--- config.mk ---
export PLATFORM = sky130hd
export DESIGN_NAME = axilite_noc_bridge
export DESIGN_NICKNAME = d
export VERILOG_FILES = /design/src/noc_bridge_pkg.sv /design/src/sync_fifo.sv /design/src/axi_request_queue.sv /design/src/request_flit_builder.sv /design/src/response_assembler.sv /design/src/axilite_noc_bridge.sv
export SDC_FILE = /design/constraint.sdc
export NUM_CORES = 2
export LEC_CHECK = 0
export BUFFER_PORTS_ARGS = -buffer_cell sky130_fd_sc_hd__buf_2
export CORE_ASPECT_RATIO = 1.1
export CORE_MARGIN = 2
export CORE_UTILIZATION = 23
export DETAILED_ROUTE_END_ITERATION = 8
export GPL_ROUTABILITY_DRIVEN = 0
export GPL_TIMING_DRIVEN = 0
export PLACE_DENSITY = 0.34
export SKIP_LAST_GASP = 1
export SLEW_MARGIN = 20
export SYNTH_ARGS = -nofsm -noshare
export SYNTH_HDL_FRONTEND = slang
export SYNTH_HIERARCHICAL = 1
export SYNTH_SLANG_ARGS = --single-unit
--- constraint.sdc ---
create_clock -name clk -period 13.2 [get_ports clk]
set_input_delay 0.66 -clock clk [delete_from_list [all_inputs] [get_ports clk]]
set_output_delay 0.66 -clock clk [all_outputs]
set_load 0.02 [all_outputs]
--- src/noc_bridge_pkg.sv ---
package noc_bridge_pkg;

    typedef logic [63:0] noc_flit_t;
    typedef logic [31:0] axi_addr_t;
    typedef logic [47:0] msg_addr_t;
    typedef logic [13:0] chipid_t;
    typedef logic [7:0]  coord_t;
    typedef logic [3:0]  fbits_t;
    typedef logic [7:0]  msg_type_t;
    typedef logic [7:0]  msg_len_t;   // flits after the first header
    typedef logic [1:0]  axi_resp_t;

    localparam int noc_flit_bits = 64;

    localparam msg_type_t msg_nc_load_req  = 8'd14;
    localparam msg_type_t msg_nc_store_req = 8'd15;
    localparam msg_type_t msg_nc_load_resp = 8'd24;
    localparam msg_type_t msg_nc_store_ack = 8'd25;

    localparam logic [2:0] data_size_64b = 3'd6;

    localparam axi_resp_t axi_resp_okay   = 2'b00;
    localparam axi_resp_t axi_resp_slverr = 2'b10;

    // header flit 1, also used for response headers
    localparam int hdr_dst_chip_msb = 63;
    localparam int hdr_dst_chip_lsb = 50;
    localparam int hdr_dst_x_msb    = 49;
    localparam int hdr_dst_x_lsb    = 42;
    localparam int hdr_dst_y_msb    = 41;
    localparam int hdr_dst_y_lsb    = 34;
    localparam int hdr_dst_fbits_msb = 33;
    localparam int hdr_dst_fbits_lsb = 30;
    localparam int hdr_len_msb      = 29;
    localparam int hdr_len_lsb      = 22;
    localparam int hdr_type_msb     = 21;
    localparam int hdr_type_lsb     = 14;

    // header flit 2
    localparam int hdr_addr_msb     = 63;
    localparam int hdr_addr_lsb     = 16;
    localparam int hdr_size_msb     = 15;
    localparam int hdr_size_lsb     = 13;

    // header flit 3 reuses the chip/x/y/fbits positions for the source

    typedef enum logic [1:0] {
        bld_idle,
        bld_header,
        bld_data
    } builder_state_t;

    typedef enum logic {
        rsp_header,
        rsp_data
    } resp_state_t;

endpackage

--- src/sync_fifo.sv ---
module sync_fifo #(
    parameter int WIDTH      = 8,
    parameter int DEPTH_LOG2 = 4
) (
    input  logic             clk,
    input  logic             rst,
    input  logic             push,
    input  logic [WIDTH-1:0] push_data,
    input  logic             pop,
    output logic [WIDTH-1:0] pop_data,
    output logic             full,
    output logic             empty
);
    localparam int depth = 1 << DEPTH_LOG2;

    logic [WIDTH-1:0]    mem [depth];
    logic [DEPTH_LOG2:0] wr_ptr;   // extra msb tells full from empty
    logic [DEPTH_LOG2:0] rd_ptr;

    always_ff @(posedge clk) begin
        if (rst) begin
            wr_ptr <= '0;
            rd_ptr <= '0;
        end else begin
            if (push) wr_ptr <= wr_ptr + 1'b1;
            if (pop)  rd_ptr <= rd_ptr + 1'b1;
        end
    end

    always_ff @(posedge clk) begin
        if (push) mem[wr_ptr[DEPTH_LOG2-1:0]] <= push_data;
    end

    assign pop_data = mem[rd_ptr[DEPTH_LOG2-1:0]];   // head shown without delay
    assign empty    = (wr_ptr == rd_ptr);
    assign full     = (wr_ptr[DEPTH_LOG2] != rd_ptr[DEPTH_LOG2]) &&
                      (wr_ptr[DEPTH_LOG2-1:0] == rd_ptr[DEPTH_LOG2-1:0]);

    a_no_overflow: assert property (@(posedge clk) disable iff (rst) !(push && full));
    a_no_underflow: assert property (@(posedge clk) disable iff (rst) !(pop && empty));

endmodule

--- src/axi_request_queue.sv ---
module axi_request_queue #(
    parameter int AXI_DATA_WIDTH  = 128,
    parameter int FIFO_DEPTH_LOG2 = 4
) (
    input  logic                      clk,
    input  logic                      rst,
    input  noc_bridge_pkg::axi_addr_t awaddr,
    input  logic                      awvalid,
    output logic                      awready,
    input  logic [AXI_DATA_WIDTH-1:0] wdata,
    input  logic                      wvalid,
    output logic                      wready,
    input  noc_bridge_pkg::axi_addr_t araddr,
    input  logic                      arvalid,
    output logic                      arready,
    output logic                      req_valid,
    output logic                      req_store,
    output noc_bridge_pkg::axi_addr_t req_addr,
    output logic [AXI_DATA_WIDTH-1:0] req_wdata,
    input  logic                      req_pop
);
    import noc_bridge_pkg::*;

    logic      order_full;
    logic      order_empty;
    logic      waddr_full;
    logic      waddr_empty;
    logic      wdata_full;
    logic      wdata_empty;
    logic      raddr_full;
    logic      raddr_empty;
    logic      store_acc;
    logic      load_acc;
    axi_addr_t waddr_head;
    axi_addr_t raddr_head;

    assign awready = !order_full && !waddr_full;
    assign wready  = !order_full && !wdata_full;
    // store needs address and data in the same cycle
    assign store_acc = awvalid && wvalid && awready && wready;
    assign arready   = !order_full && !raddr_full && !store_acc;   // stores win the slot
    assign load_acc  = arvalid && arready;

    assign req_valid = !order_empty &&
                       (req_store ? (!waddr_empty && !wdata_empty) : !raddr_empty);
    assign req_addr  = req_store ? waddr_head : raddr_head;

    // 1 = store, 0 = load
    sync_fifo #(.WIDTH(1), .DEPTH_LOG2(FIFO_DEPTH_LOG2)) order_fifo (
        .clk(clk), .rst(rst),
        .push(store_acc || load_acc), .push_data(store_acc),
        .pop(req_pop), .pop_data(req_store),
        .full(order_full), .empty(order_empty)
    );

    sync_fifo #(.WIDTH($bits(axi_addr_t)), .DEPTH_LOG2(FIFO_DEPTH_LOG2)) waddr_fifo (
        .clk(clk), .rst(rst),
        .push(store_acc), .push_data(awaddr),
        .pop(req_pop && req_store), .pop_data(waddr_head),
        .full(waddr_full), .empty(waddr_empty)
    );

    sync_fifo #(.WIDTH(AXI_DATA_WIDTH), .DEPTH_LOG2(FIFO_DEPTH_LOG2)) wdata_fifo (
        .clk(clk), .rst(rst),
        .push(store_acc), .push_data(wdata),
        .pop(req_pop && req_store), .pop_data(req_wdata),
        .full(wdata_full), .empty(wdata_empty)
    );

    sync_fifo #(.WIDTH($bits(axi_addr_t)), .DEPTH_LOG2(FIFO_DEPTH_LOG2)) raddr_fifo (
        .clk(clk), .rst(rst),
        .push(load_acc), .push_data(araddr),
        .pop(req_pop && !req_store), .pop_data(raddr_head),
        .full(raddr_full), .empty(raddr_empty)
    );

    // address and data FIFOs must stay in lockstep
    a_aw_w_ready: assert property (@(posedge clk) disable iff (rst) awready == wready);

endmodule

--- src/request_flit_builder.sv ---
module request_flit_builder #(
    parameter int AXI_DATA_WIDTH = 128
) (
    input  logic                      clk,
    input  logic                      rst,
    input  logic                      req_valid,
    input  logic                      req_store,
    input  noc_bridge_pkg::axi_addr_t req_addr,
    input  logic [AXI_DATA_WIDTH-1:0] req_wdata,
    output logic                      req_pop,
    input  noc_bridge_pkg::chipid_t   src_chipid,
    input  noc_bridge_pkg::coord_t    src_x,
    input  noc_bridge_pkg::coord_t    src_y,
    input  noc_bridge_pkg::fbits_t    src_fbits,
    input  noc_bridge_pkg::chipid_t   dest_chipid,
    input  noc_bridge_pkg::coord_t    dest_x,
    input  noc_bridge_pkg::coord_t    dest_y,
    input  noc_bridge_pkg::fbits_t    dest_fbits,
    output logic                      noc2_valid,
    output noc_bridge_pkg::noc_flit_t noc2_data,
    input  logic                      noc2_ready
);
    import noc_bridge_pkg::*;

    localparam int payload_flits = AXI_DATA_WIDTH / noc_flit_bits;

    builder_state_t state;
    msg_len_t       cnt;        // flit index inside the current section
    msg_len_t       msg_len;
    msg_type_t      msg_type;
    logic           flit_done;
    logic           last_flit;

    assign msg_len   = req_store ? msg_len_t'(2 + payload_flits) : msg_len_t'(2);
    assign msg_type  = req_store ? msg_nc_store_req : msg_nc_load_req;
    assign flit_done = noc2_valid && noc2_ready;
    assign last_flit = (state == bld_header && cnt == msg_len_t'(2) && !req_store) ||
                       (state == bld_data && cnt == msg_len_t'(payload_flits - 1));
    assign req_pop    = flit_done && last_flit;
    assign noc2_valid = (state != bld_idle);

    always_ff @(posedge clk) begin
        if (rst) begin
            state <= bld_idle;
            cnt   <= '0;
        end else begin
            case (state)
                bld_idle: begin
                    if (req_valid) begin
                        state <= bld_header;
                        cnt   <= '0;
                    end
                end
                bld_header: begin
                    if (flit_done) begin
                        if (cnt == msg_len_t'(2)) begin
                            cnt   <= '0;
                            state <= req_store ? bld_data : bld_idle;
                        end else begin
                            cnt <= cnt + 1'b1;
                        end
                    end
                end
                bld_data: begin
                    if (flit_done) begin
                        if (last_flit) begin
                            state <= bld_idle;
                            cnt   <= '0;
                        end else begin
                            cnt <= cnt + 1'b1;
                        end
                    end
                end
                default: state <= bld_idle;
            endcase
        end
    end

    // flit mux, all inputs hold while the head request is pending
    always_comb begin
        noc2_data = '0;
        case (state)
            bld_header: begin
                case (cnt)
                    8'd0: begin
                        noc2_data[hdr_dst_chip_msb:hdr_dst_chip_lsb]   = dest_chipid;
                        noc2_data[hdr_dst_x_msb:hdr_dst_x_lsb]         = dest_x;
                        noc2_data[hdr_dst_y_msb:hdr_dst_y_lsb]         = dest_y;
                        noc2_data[hdr_dst_fbits_msb:hdr_dst_fbits_lsb] = dest_fbits;
                        noc2_data[hdr_len_msb:hdr_len_lsb]             = msg_len;
                        noc2_data[hdr_type_msb:hdr_type_lsb]           = msg_type;
                    end
                    8'd1: begin
                        noc2_data[hdr_addr_msb:hdr_addr_lsb] = msg_addr_t'(req_addr);
                        noc2_data[hdr_size_msb:hdr_size_lsb] = data_size_64b;
                    end
                    default: begin
                        noc2_data[hdr_dst_chip_msb:hdr_dst_chip_lsb]   = src_chipid;
                        noc2_data[hdr_dst_x_msb:hdr_dst_x_lsb]         = src_x;
                        noc2_data[hdr_dst_y_msb:hdr_dst_y_lsb]         = src_y;
                        noc2_data[hdr_dst_fbits_msb:hdr_dst_fbits_lsb] = src_fbits;
                    end
                endcase
            end
            bld_data: noc2_data = req_wdata[cnt*noc_flit_bits +: noc_flit_bits];  // low half first
            default: noc2_data = '0;
        endcase
    end

    a_flit_hold: assert property (@(posedge clk) disable iff (rst)
        noc2_valid && !noc2_ready |=> noc2_valid && $stable(noc2_data));

endmodule

--- src/response_assembler.sv ---
module response_assembler #(
    parameter int AXI_DATA_WIDTH = 128
) (
    input  logic                      clk,
    input  logic                      rst,
    input  logic                      noc3_valid,
    input  noc_bridge_pkg::noc_flit_t noc3_data,
    output logic                      noc3_ready,
    output logic [AXI_DATA_WIDTH-1:0] rdata,
    output noc_bridge_pkg::axi_resp_t rresp,
    output logic                      rvalid,
    input  logic                      rready,
    output noc_bridge_pkg::axi_resp_t bresp,
    output logic                      bvalid,
    input  logic                      bready
);
    import noc_bridge_pkg::*;

    localparam int payload_flits = AXI_DATA_WIDTH / noc_flit_bits;

    resp_state_t state;
    msg_len_t    beat;       // payload flit index
    msg_len_t    len_q;
    logic        to_read;    // finishes on the r channel
    logic        err;
    logic        flit_in;
    logic        last_beat;
    msg_type_t   hdr_type;
    msg_len_t    hdr_len;
    logic        hdr_to_read;
    logic        hdr_err;

    assign noc3_ready = !rvalid && !bvalid;   // stall while a response waits
    assign flit_in    = noc3_valid && noc3_ready;
    assign last_beat  = (beat == len_q - 1'b1);
    assign hdr_type   = noc3_data[hdr_type_msb:hdr_type_lsb];
    assign hdr_len    = noc3_data[hdr_len_msb:hdr_len_lsb];
    // unknown types with payload go to r, without payload to b
    assign hdr_to_read = (hdr_type == msg_nc_load_resp) ||
                         (hdr_type != msg_nc_store_ack && hdr_len != '0);
    assign hdr_err = !((hdr_type == msg_nc_load_resp) ||
                       (hdr_type == msg_nc_store_ack && hdr_len == '0));

    always_ff @(posedge clk) begin
        if (rst) begin
            state  <= rsp_header;
            beat   <= '0;
            rvalid <= 1'b0;
            bvalid <= 1'b0;
        end else begin
            if (rvalid && rready) rvalid <= 1'b0;
            if (bvalid && bready) bvalid <= 1'b0;
            if (flit_in) begin
                if (state == rsp_header) begin
                    if (hdr_len == '0) begin
                        rvalid <= hdr_to_read;
                        bvalid <= !hdr_to_read;
                    end else begin
                        state <= rsp_data;
                        beat  <= '0;
                    end
                end else if (last_beat) begin
                    state  <= rsp_header;
                    rvalid <= to_read;
                    bvalid <= !to_read;
                end else begin
                    beat <= beat + 1'b1;
                end
            end
        end
    end

    always_ff @(posedge clk) begin
        if (flit_in) begin
            if (state == rsp_header) begin
                len_q   <= hdr_len;
                to_read <= hdr_to_read;
                err     <= hdr_err;
                if (hdr_to_read) rdata <= '0;
                rresp <= hdr_err ? axi_resp_slverr : axi_resp_okay;
                bresp <= hdr_err ? axi_resp_slverr : axi_resp_okay;
            end else begin
                if (to_read && beat < msg_len_t'(payload_flits)) begin
                    rdata[beat*noc_flit_bits +: noc_flit_bits] <= noc3_data;   // low part first
                end
                rresp <= err ? axi_resp_slverr : axi_resp_okay;
                bresp <= err ? axi_resp_slverr : axi_resp_okay;
            end
        end
    end

endmodule

--- src/axilite_noc_bridge.sv ---
module axilite_noc_bridge #(
    parameter int AXI_DATA_WIDTH  = 128,
    parameter int FIFO_DEPTH_LOG2 = 4
) (
    input  logic                      clk,
    input  logic                      rst,
    output logic                      noc2_valid_out,
    output noc_bridge_pkg::noc_flit_t noc2_data_out,
    input  logic                      noc2_ready_in,
    input  logic                      noc3_valid_in,
    input  noc_bridge_pkg::noc_flit_t noc3_data_in,
    output logic                      noc3_ready_out,
    input  noc_bridge_pkg::chipid_t   src_chipid,
    input  noc_bridge_pkg::coord_t    src_x,
    input  noc_bridge_pkg::coord_t    src_y,
    input  noc_bridge_pkg::fbits_t    src_fbits,
    input  noc_bridge_pkg::chipid_t   dest_chipid,
    input  noc_bridge_pkg::coord_t    dest_x,
    input  noc_bridge_pkg::coord_t    dest_y,
    input  noc_bridge_pkg::fbits_t    dest_fbits,
    input  noc_bridge_pkg::axi_addr_t awaddr,
    input  logic                      awvalid,
    output logic                      awready,
    input  logic [AXI_DATA_WIDTH-1:0] wdata,
    input  logic                      wvalid,
    output logic                      wready,
    input  noc_bridge_pkg::axi_addr_t araddr,
    input  logic                      arvalid,
    output logic                      arready,
    output logic [AXI_DATA_WIDTH-1:0] rdata,
    output noc_bridge_pkg::axi_resp_t rresp,
    output logic                      rvalid,
    input  logic                      rready,
    output noc_bridge_pkg::axi_resp_t bresp,
    output logic                      bvalid,
    input  logic                      bready
);
    logic                      req_valid;
    logic                      req_store;
    noc_bridge_pkg::axi_addr_t req_addr;
    logic [AXI_DATA_WIDTH-1:0] req_wdata;
    logic                      req_pop;

    axi_request_queue #(
        .AXI_DATA_WIDTH(AXI_DATA_WIDTH),
        .FIFO_DEPTH_LOG2(FIFO_DEPTH_LOG2)
    ) u_queue (
        .clk(clk), .rst(rst),
        .awaddr(awaddr), .awvalid(awvalid), .awready(awready),
        .wdata(wdata), .wvalid(wvalid), .wready(wready),
        .araddr(araddr), .arvalid(arvalid), .arready(arready),
        .req_valid(req_valid), .req_store(req_store), .req_addr(req_addr),
        .req_wdata(req_wdata), .req_pop(req_pop)
    );

    request_flit_builder #(.AXI_DATA_WIDTH(AXI_DATA_WIDTH)) u_builder (
        .clk(clk), .rst(rst),
        .req_valid(req_valid), .req_store(req_store), .req_addr(req_addr),
        .req_wdata(req_wdata), .req_pop(req_pop),
        .src_chipid(src_chipid), .src_x(src_x), .src_y(src_y), .src_fbits(src_fbits),
        .dest_chipid(dest_chipid), .dest_x(dest_x), .dest_y(dest_y), .dest_fbits(dest_fbits),
        .noc2_valid(noc2_valid_out), .noc2_data(noc2_data_out), .noc2_ready(noc2_ready_in)
    );

    response_assembler #(.AXI_DATA_WIDTH(AXI_DATA_WIDTH)) u_resp (
        .clk(clk), .rst(rst),
        .noc3_valid(noc3_valid_in), .noc3_data(noc3_data_in), .noc3_ready(noc3_ready_out),
        .rdata(rdata), .rresp(rresp), .rvalid(rvalid), .rready(rready),
        .bresp(bresp), .bvalid(bvalid), .bready(bready)
    );

endmodule

==> impl_results.md <==
* Global route overflow at 0
* Most frequent CP cell: buf_2
* Die area at 566,000 sq um
* Vias in the first global route at 69,800
* TritonCTS clock tree: done
* Vias/cell at 4.44
* Synth unique cells at 70
* Final setup TNS at 0 ns
* WL final at approximately 460 mm
* Root buf cell: clkbuf_16
* Min Hold Slack at 0.104 ns
* Total Power at 0.0229 W
* Fill cells at 55,200
* Mean post-synth cell area at 21.8 sq um
* Vias at 66,400
* Top post-synthesis cells by area: edfxtp_1, mux4_2, mux2i_1, dfxtp_1, a22oi_1
* Fmax achieved at between 100 and 150 MHz
* Post-synth ARST share at 0
* Layout area overhead at 23.2%
* Largest area contributor in the netlist: edfxtp_1
* Worst skew pair latency at 1.03 ns
* Reg clk slew, reported paths at 0.06 ns
* Pleak at 49.8 nW
* Iteration-0 DRC Markers at 5,326
* CP required at 12.54 ns
* RSZ-0062 raised after global routing: no
* Final Hold Viols at 0
* Layout cells sized above 1 at 0.309
* Slew @ Worst Pin at 1.24 ns
* Die Span X at between 700 and 800 um
* Max Root-Sink Buffers at 4
* Synth Register Bits at ~3,300
* Synth Instances at 5,907
* Critical path launch point type: flop
* Initial Util at 0.231
* Final count of pins violating max slew at 0
* Maximum fanout along the worst path at 10
* GRT Util Overall at 0.157
* Buf/Inv on CP at 5
* Worst Path Arrival at between 6 and 7 ns
* Sequential-to-total area share from yosys stat at 0.764
* DR pass1 iterations at 7
* Antenna Nets Post-Route at 0
* PwrDens at roughly 140 nW/um^2
* CTS Buf Count at 387
* Remaining DRCs at 0
* Max-cap violations at 0
* WS Path Type: flop to output pin
* Io pins at 536
* Worst Skew at 0.0810 ns
* Die H at about 790 um
* Worst path slowest cell: o21ai_0
* Ys flop type: edfxtp_1
* # port buffers at 533
* Post-detail-place hpwl at 305 mm
* Crit path cell chain: buf_2 > buf_2 > buf_2 > buf_1 > mux4_2 > a211oi_1 > a21oi_1 > mux2i_2 > o21ai_0 > buf_2
* Crit path time final at between 6 and 7 ns
* Crit path max-delay family: buffers and inverters
* Sink Count at 3,304
* Fin crit share at 0.518
* Warnings, synthesis at 6
* Outcome: complete, no violations
* Total core area at 559,000 sq um
* EDFF count, synth at 3,227
* Mapped Area at 129,000 sq um
* Pre-CTS WS at 7.03 ns
* First-pass GRT wire length at slightly above 600 mm
* Hold crit path type: input port to flop
* Largest net degree at the start of global routing at 33
* # setup viols final at 0
* Critical path's largest stage delay at 0.87 ns
* Slew HR at 0.175
* Post-CTS Hold Buffers at 243
* Postcts setup bufs at 0
* Cts repair resizes at 0
* H-tree levels at 5
* Nature of the critical path endpoint: output pin
* Setup ws final at ~6.4 ns
* Site Rows at about 290
* Initial antenna violation count at 130
* Layout Nets at 7,566
* Avg WL per Cell at 30.6 um
* Peak VDD IR at 0.113 mV
* Post-synth top area share at 0.752
-- placed cells by master (no fill, tap or decap), types with 87 or more instances in the layout --
master,n
mux4_2,819
nand2_1,124
dlygate4sd3_1,243
a22oi_1,164
buf_2,649
mux2i_1,279
clkinv_1,87
nor2_1,223
clkbuf_16,392
edfxtp_1,3227
clkbuf_1,215
-- kinds of logic after synthesis --
logic type / count (synthesis) / share of synthesized area
flops: 3304 / 0.764
mux: 1157 / 0.171
xor+xnor: 64 / 0.00435
compound gates: 414 / 0.0225
other cells: 1 / 0.0000291
buf+inv: 367 / 0.0137
fa+ha+maj: 33 / 0.00320
simple gates: 567 / 0.0212
-- final cells by class --
type	instances	area (sq um)	share of cell area
Clock inverter	206	1960	0.0124
Tap cell	7395	9250	0.0583
Inverter	29	114	0.000717
Buffer	338	1720	0.0108
Multi-Input combinational cell	2237	28900	0.182
Clock buffer	497	10200	0.0643
Sequential cell	3304	98400	0.620
Timing Repair Buffer	903	8030	0.0506
Antenna cell	35	87.6	0.000552
-- synthesized netlist by cell type, types with 5 or more instances --
library cell     n
a22o_1          19
o221ai_1        26
and2_1          66
a211oi_1        39
inv_1           27
nand2_1        125
buf_1           37
xor2_1          30
nor4_1           7
and3_1          11
a22oi_1        164
a21oi_1         70
o21ai_0         17
a31oi_1          5
nor3_1           8
mux2i_1        299
nand3_1          9
mux2_2           9
mux4_2         819
nor3b_1          5
nor2b_1         50
mux2_4          26
edfxtp_1      3227
nand4_1         23
buf_2          101
o22ai_1         52
nand2b_1         7
buf_4           39
nand4b_1         6
ha_1            33
buf_6           11
clkbuf_1       148
dfxtp_1         77
nor2_1         224
xnor2_1         34
-- worst paths after layout --
check	from	end	slack, ns	cells after the start
worst min register to register	u_queue/raddr_fifo/wr_ptr[4]$_SDFFE_PP0P_	u_queue/raddr_fifo/wr_ptr[4]$_SDFFE_PP0P_	0.53	2
worst min-delay path	awaddr[30]	u_queue/waddr_fifo/mem[8][30]$_DFFE_PP_	0.10	1
worst max-delay path	flop	noc2_data_out[18]	6.37	10
worst max register to register	u_queue/waddr_fifo/wr_ptr[2]$_SDFFE_PP0P_	u_queue/wdata_fifo/mem[3][72]$_DFFE_PP_	8.34	13
-- sequential cells by signal (all words and copies together), names as in the netlist, 8 cells and up, named ones only --
register and count:
u_builder/cnt 8, u_queue/raddr_fifo/mem 512, u_resp/rdata 128, u_resp/len_q 8, u_queue/waddr_fifo/mem 512, u_queue/order_fifo/mem 16, u_queue/wdata_fifo/mem 2048, u_resp/beat 8
-- metrics by stage --
step | area, sq um | util | instances
floorplan | 129000 | - | 5908
global placement | 141000 | 0.252 | 13800
detailed placement | 144000 | 0.258 | 14000
CTS | 159000 | 0.284 | 14900
global route | 159000 | 0.284 | 14900
finish | 159000 | 0.284 | 14900
-- layer usage --
layer / track usage / part of all wire
met5: 0 / 0.00056
met4: 0.0389 / 0.027
met3: 0.0233 / 0.042
met2: 0.273 / 0.50
met1: 0.207 / 0.43
-- report_power, final --
group	internal [W]	switching (W)	total, W
Combinational	0.000286	0.000561	0.000847
Clock	0.00601	0.00438	0.0104
Sequential	0.0116	0.0000350	0.0117
Power figures use the tool's default switching activity.
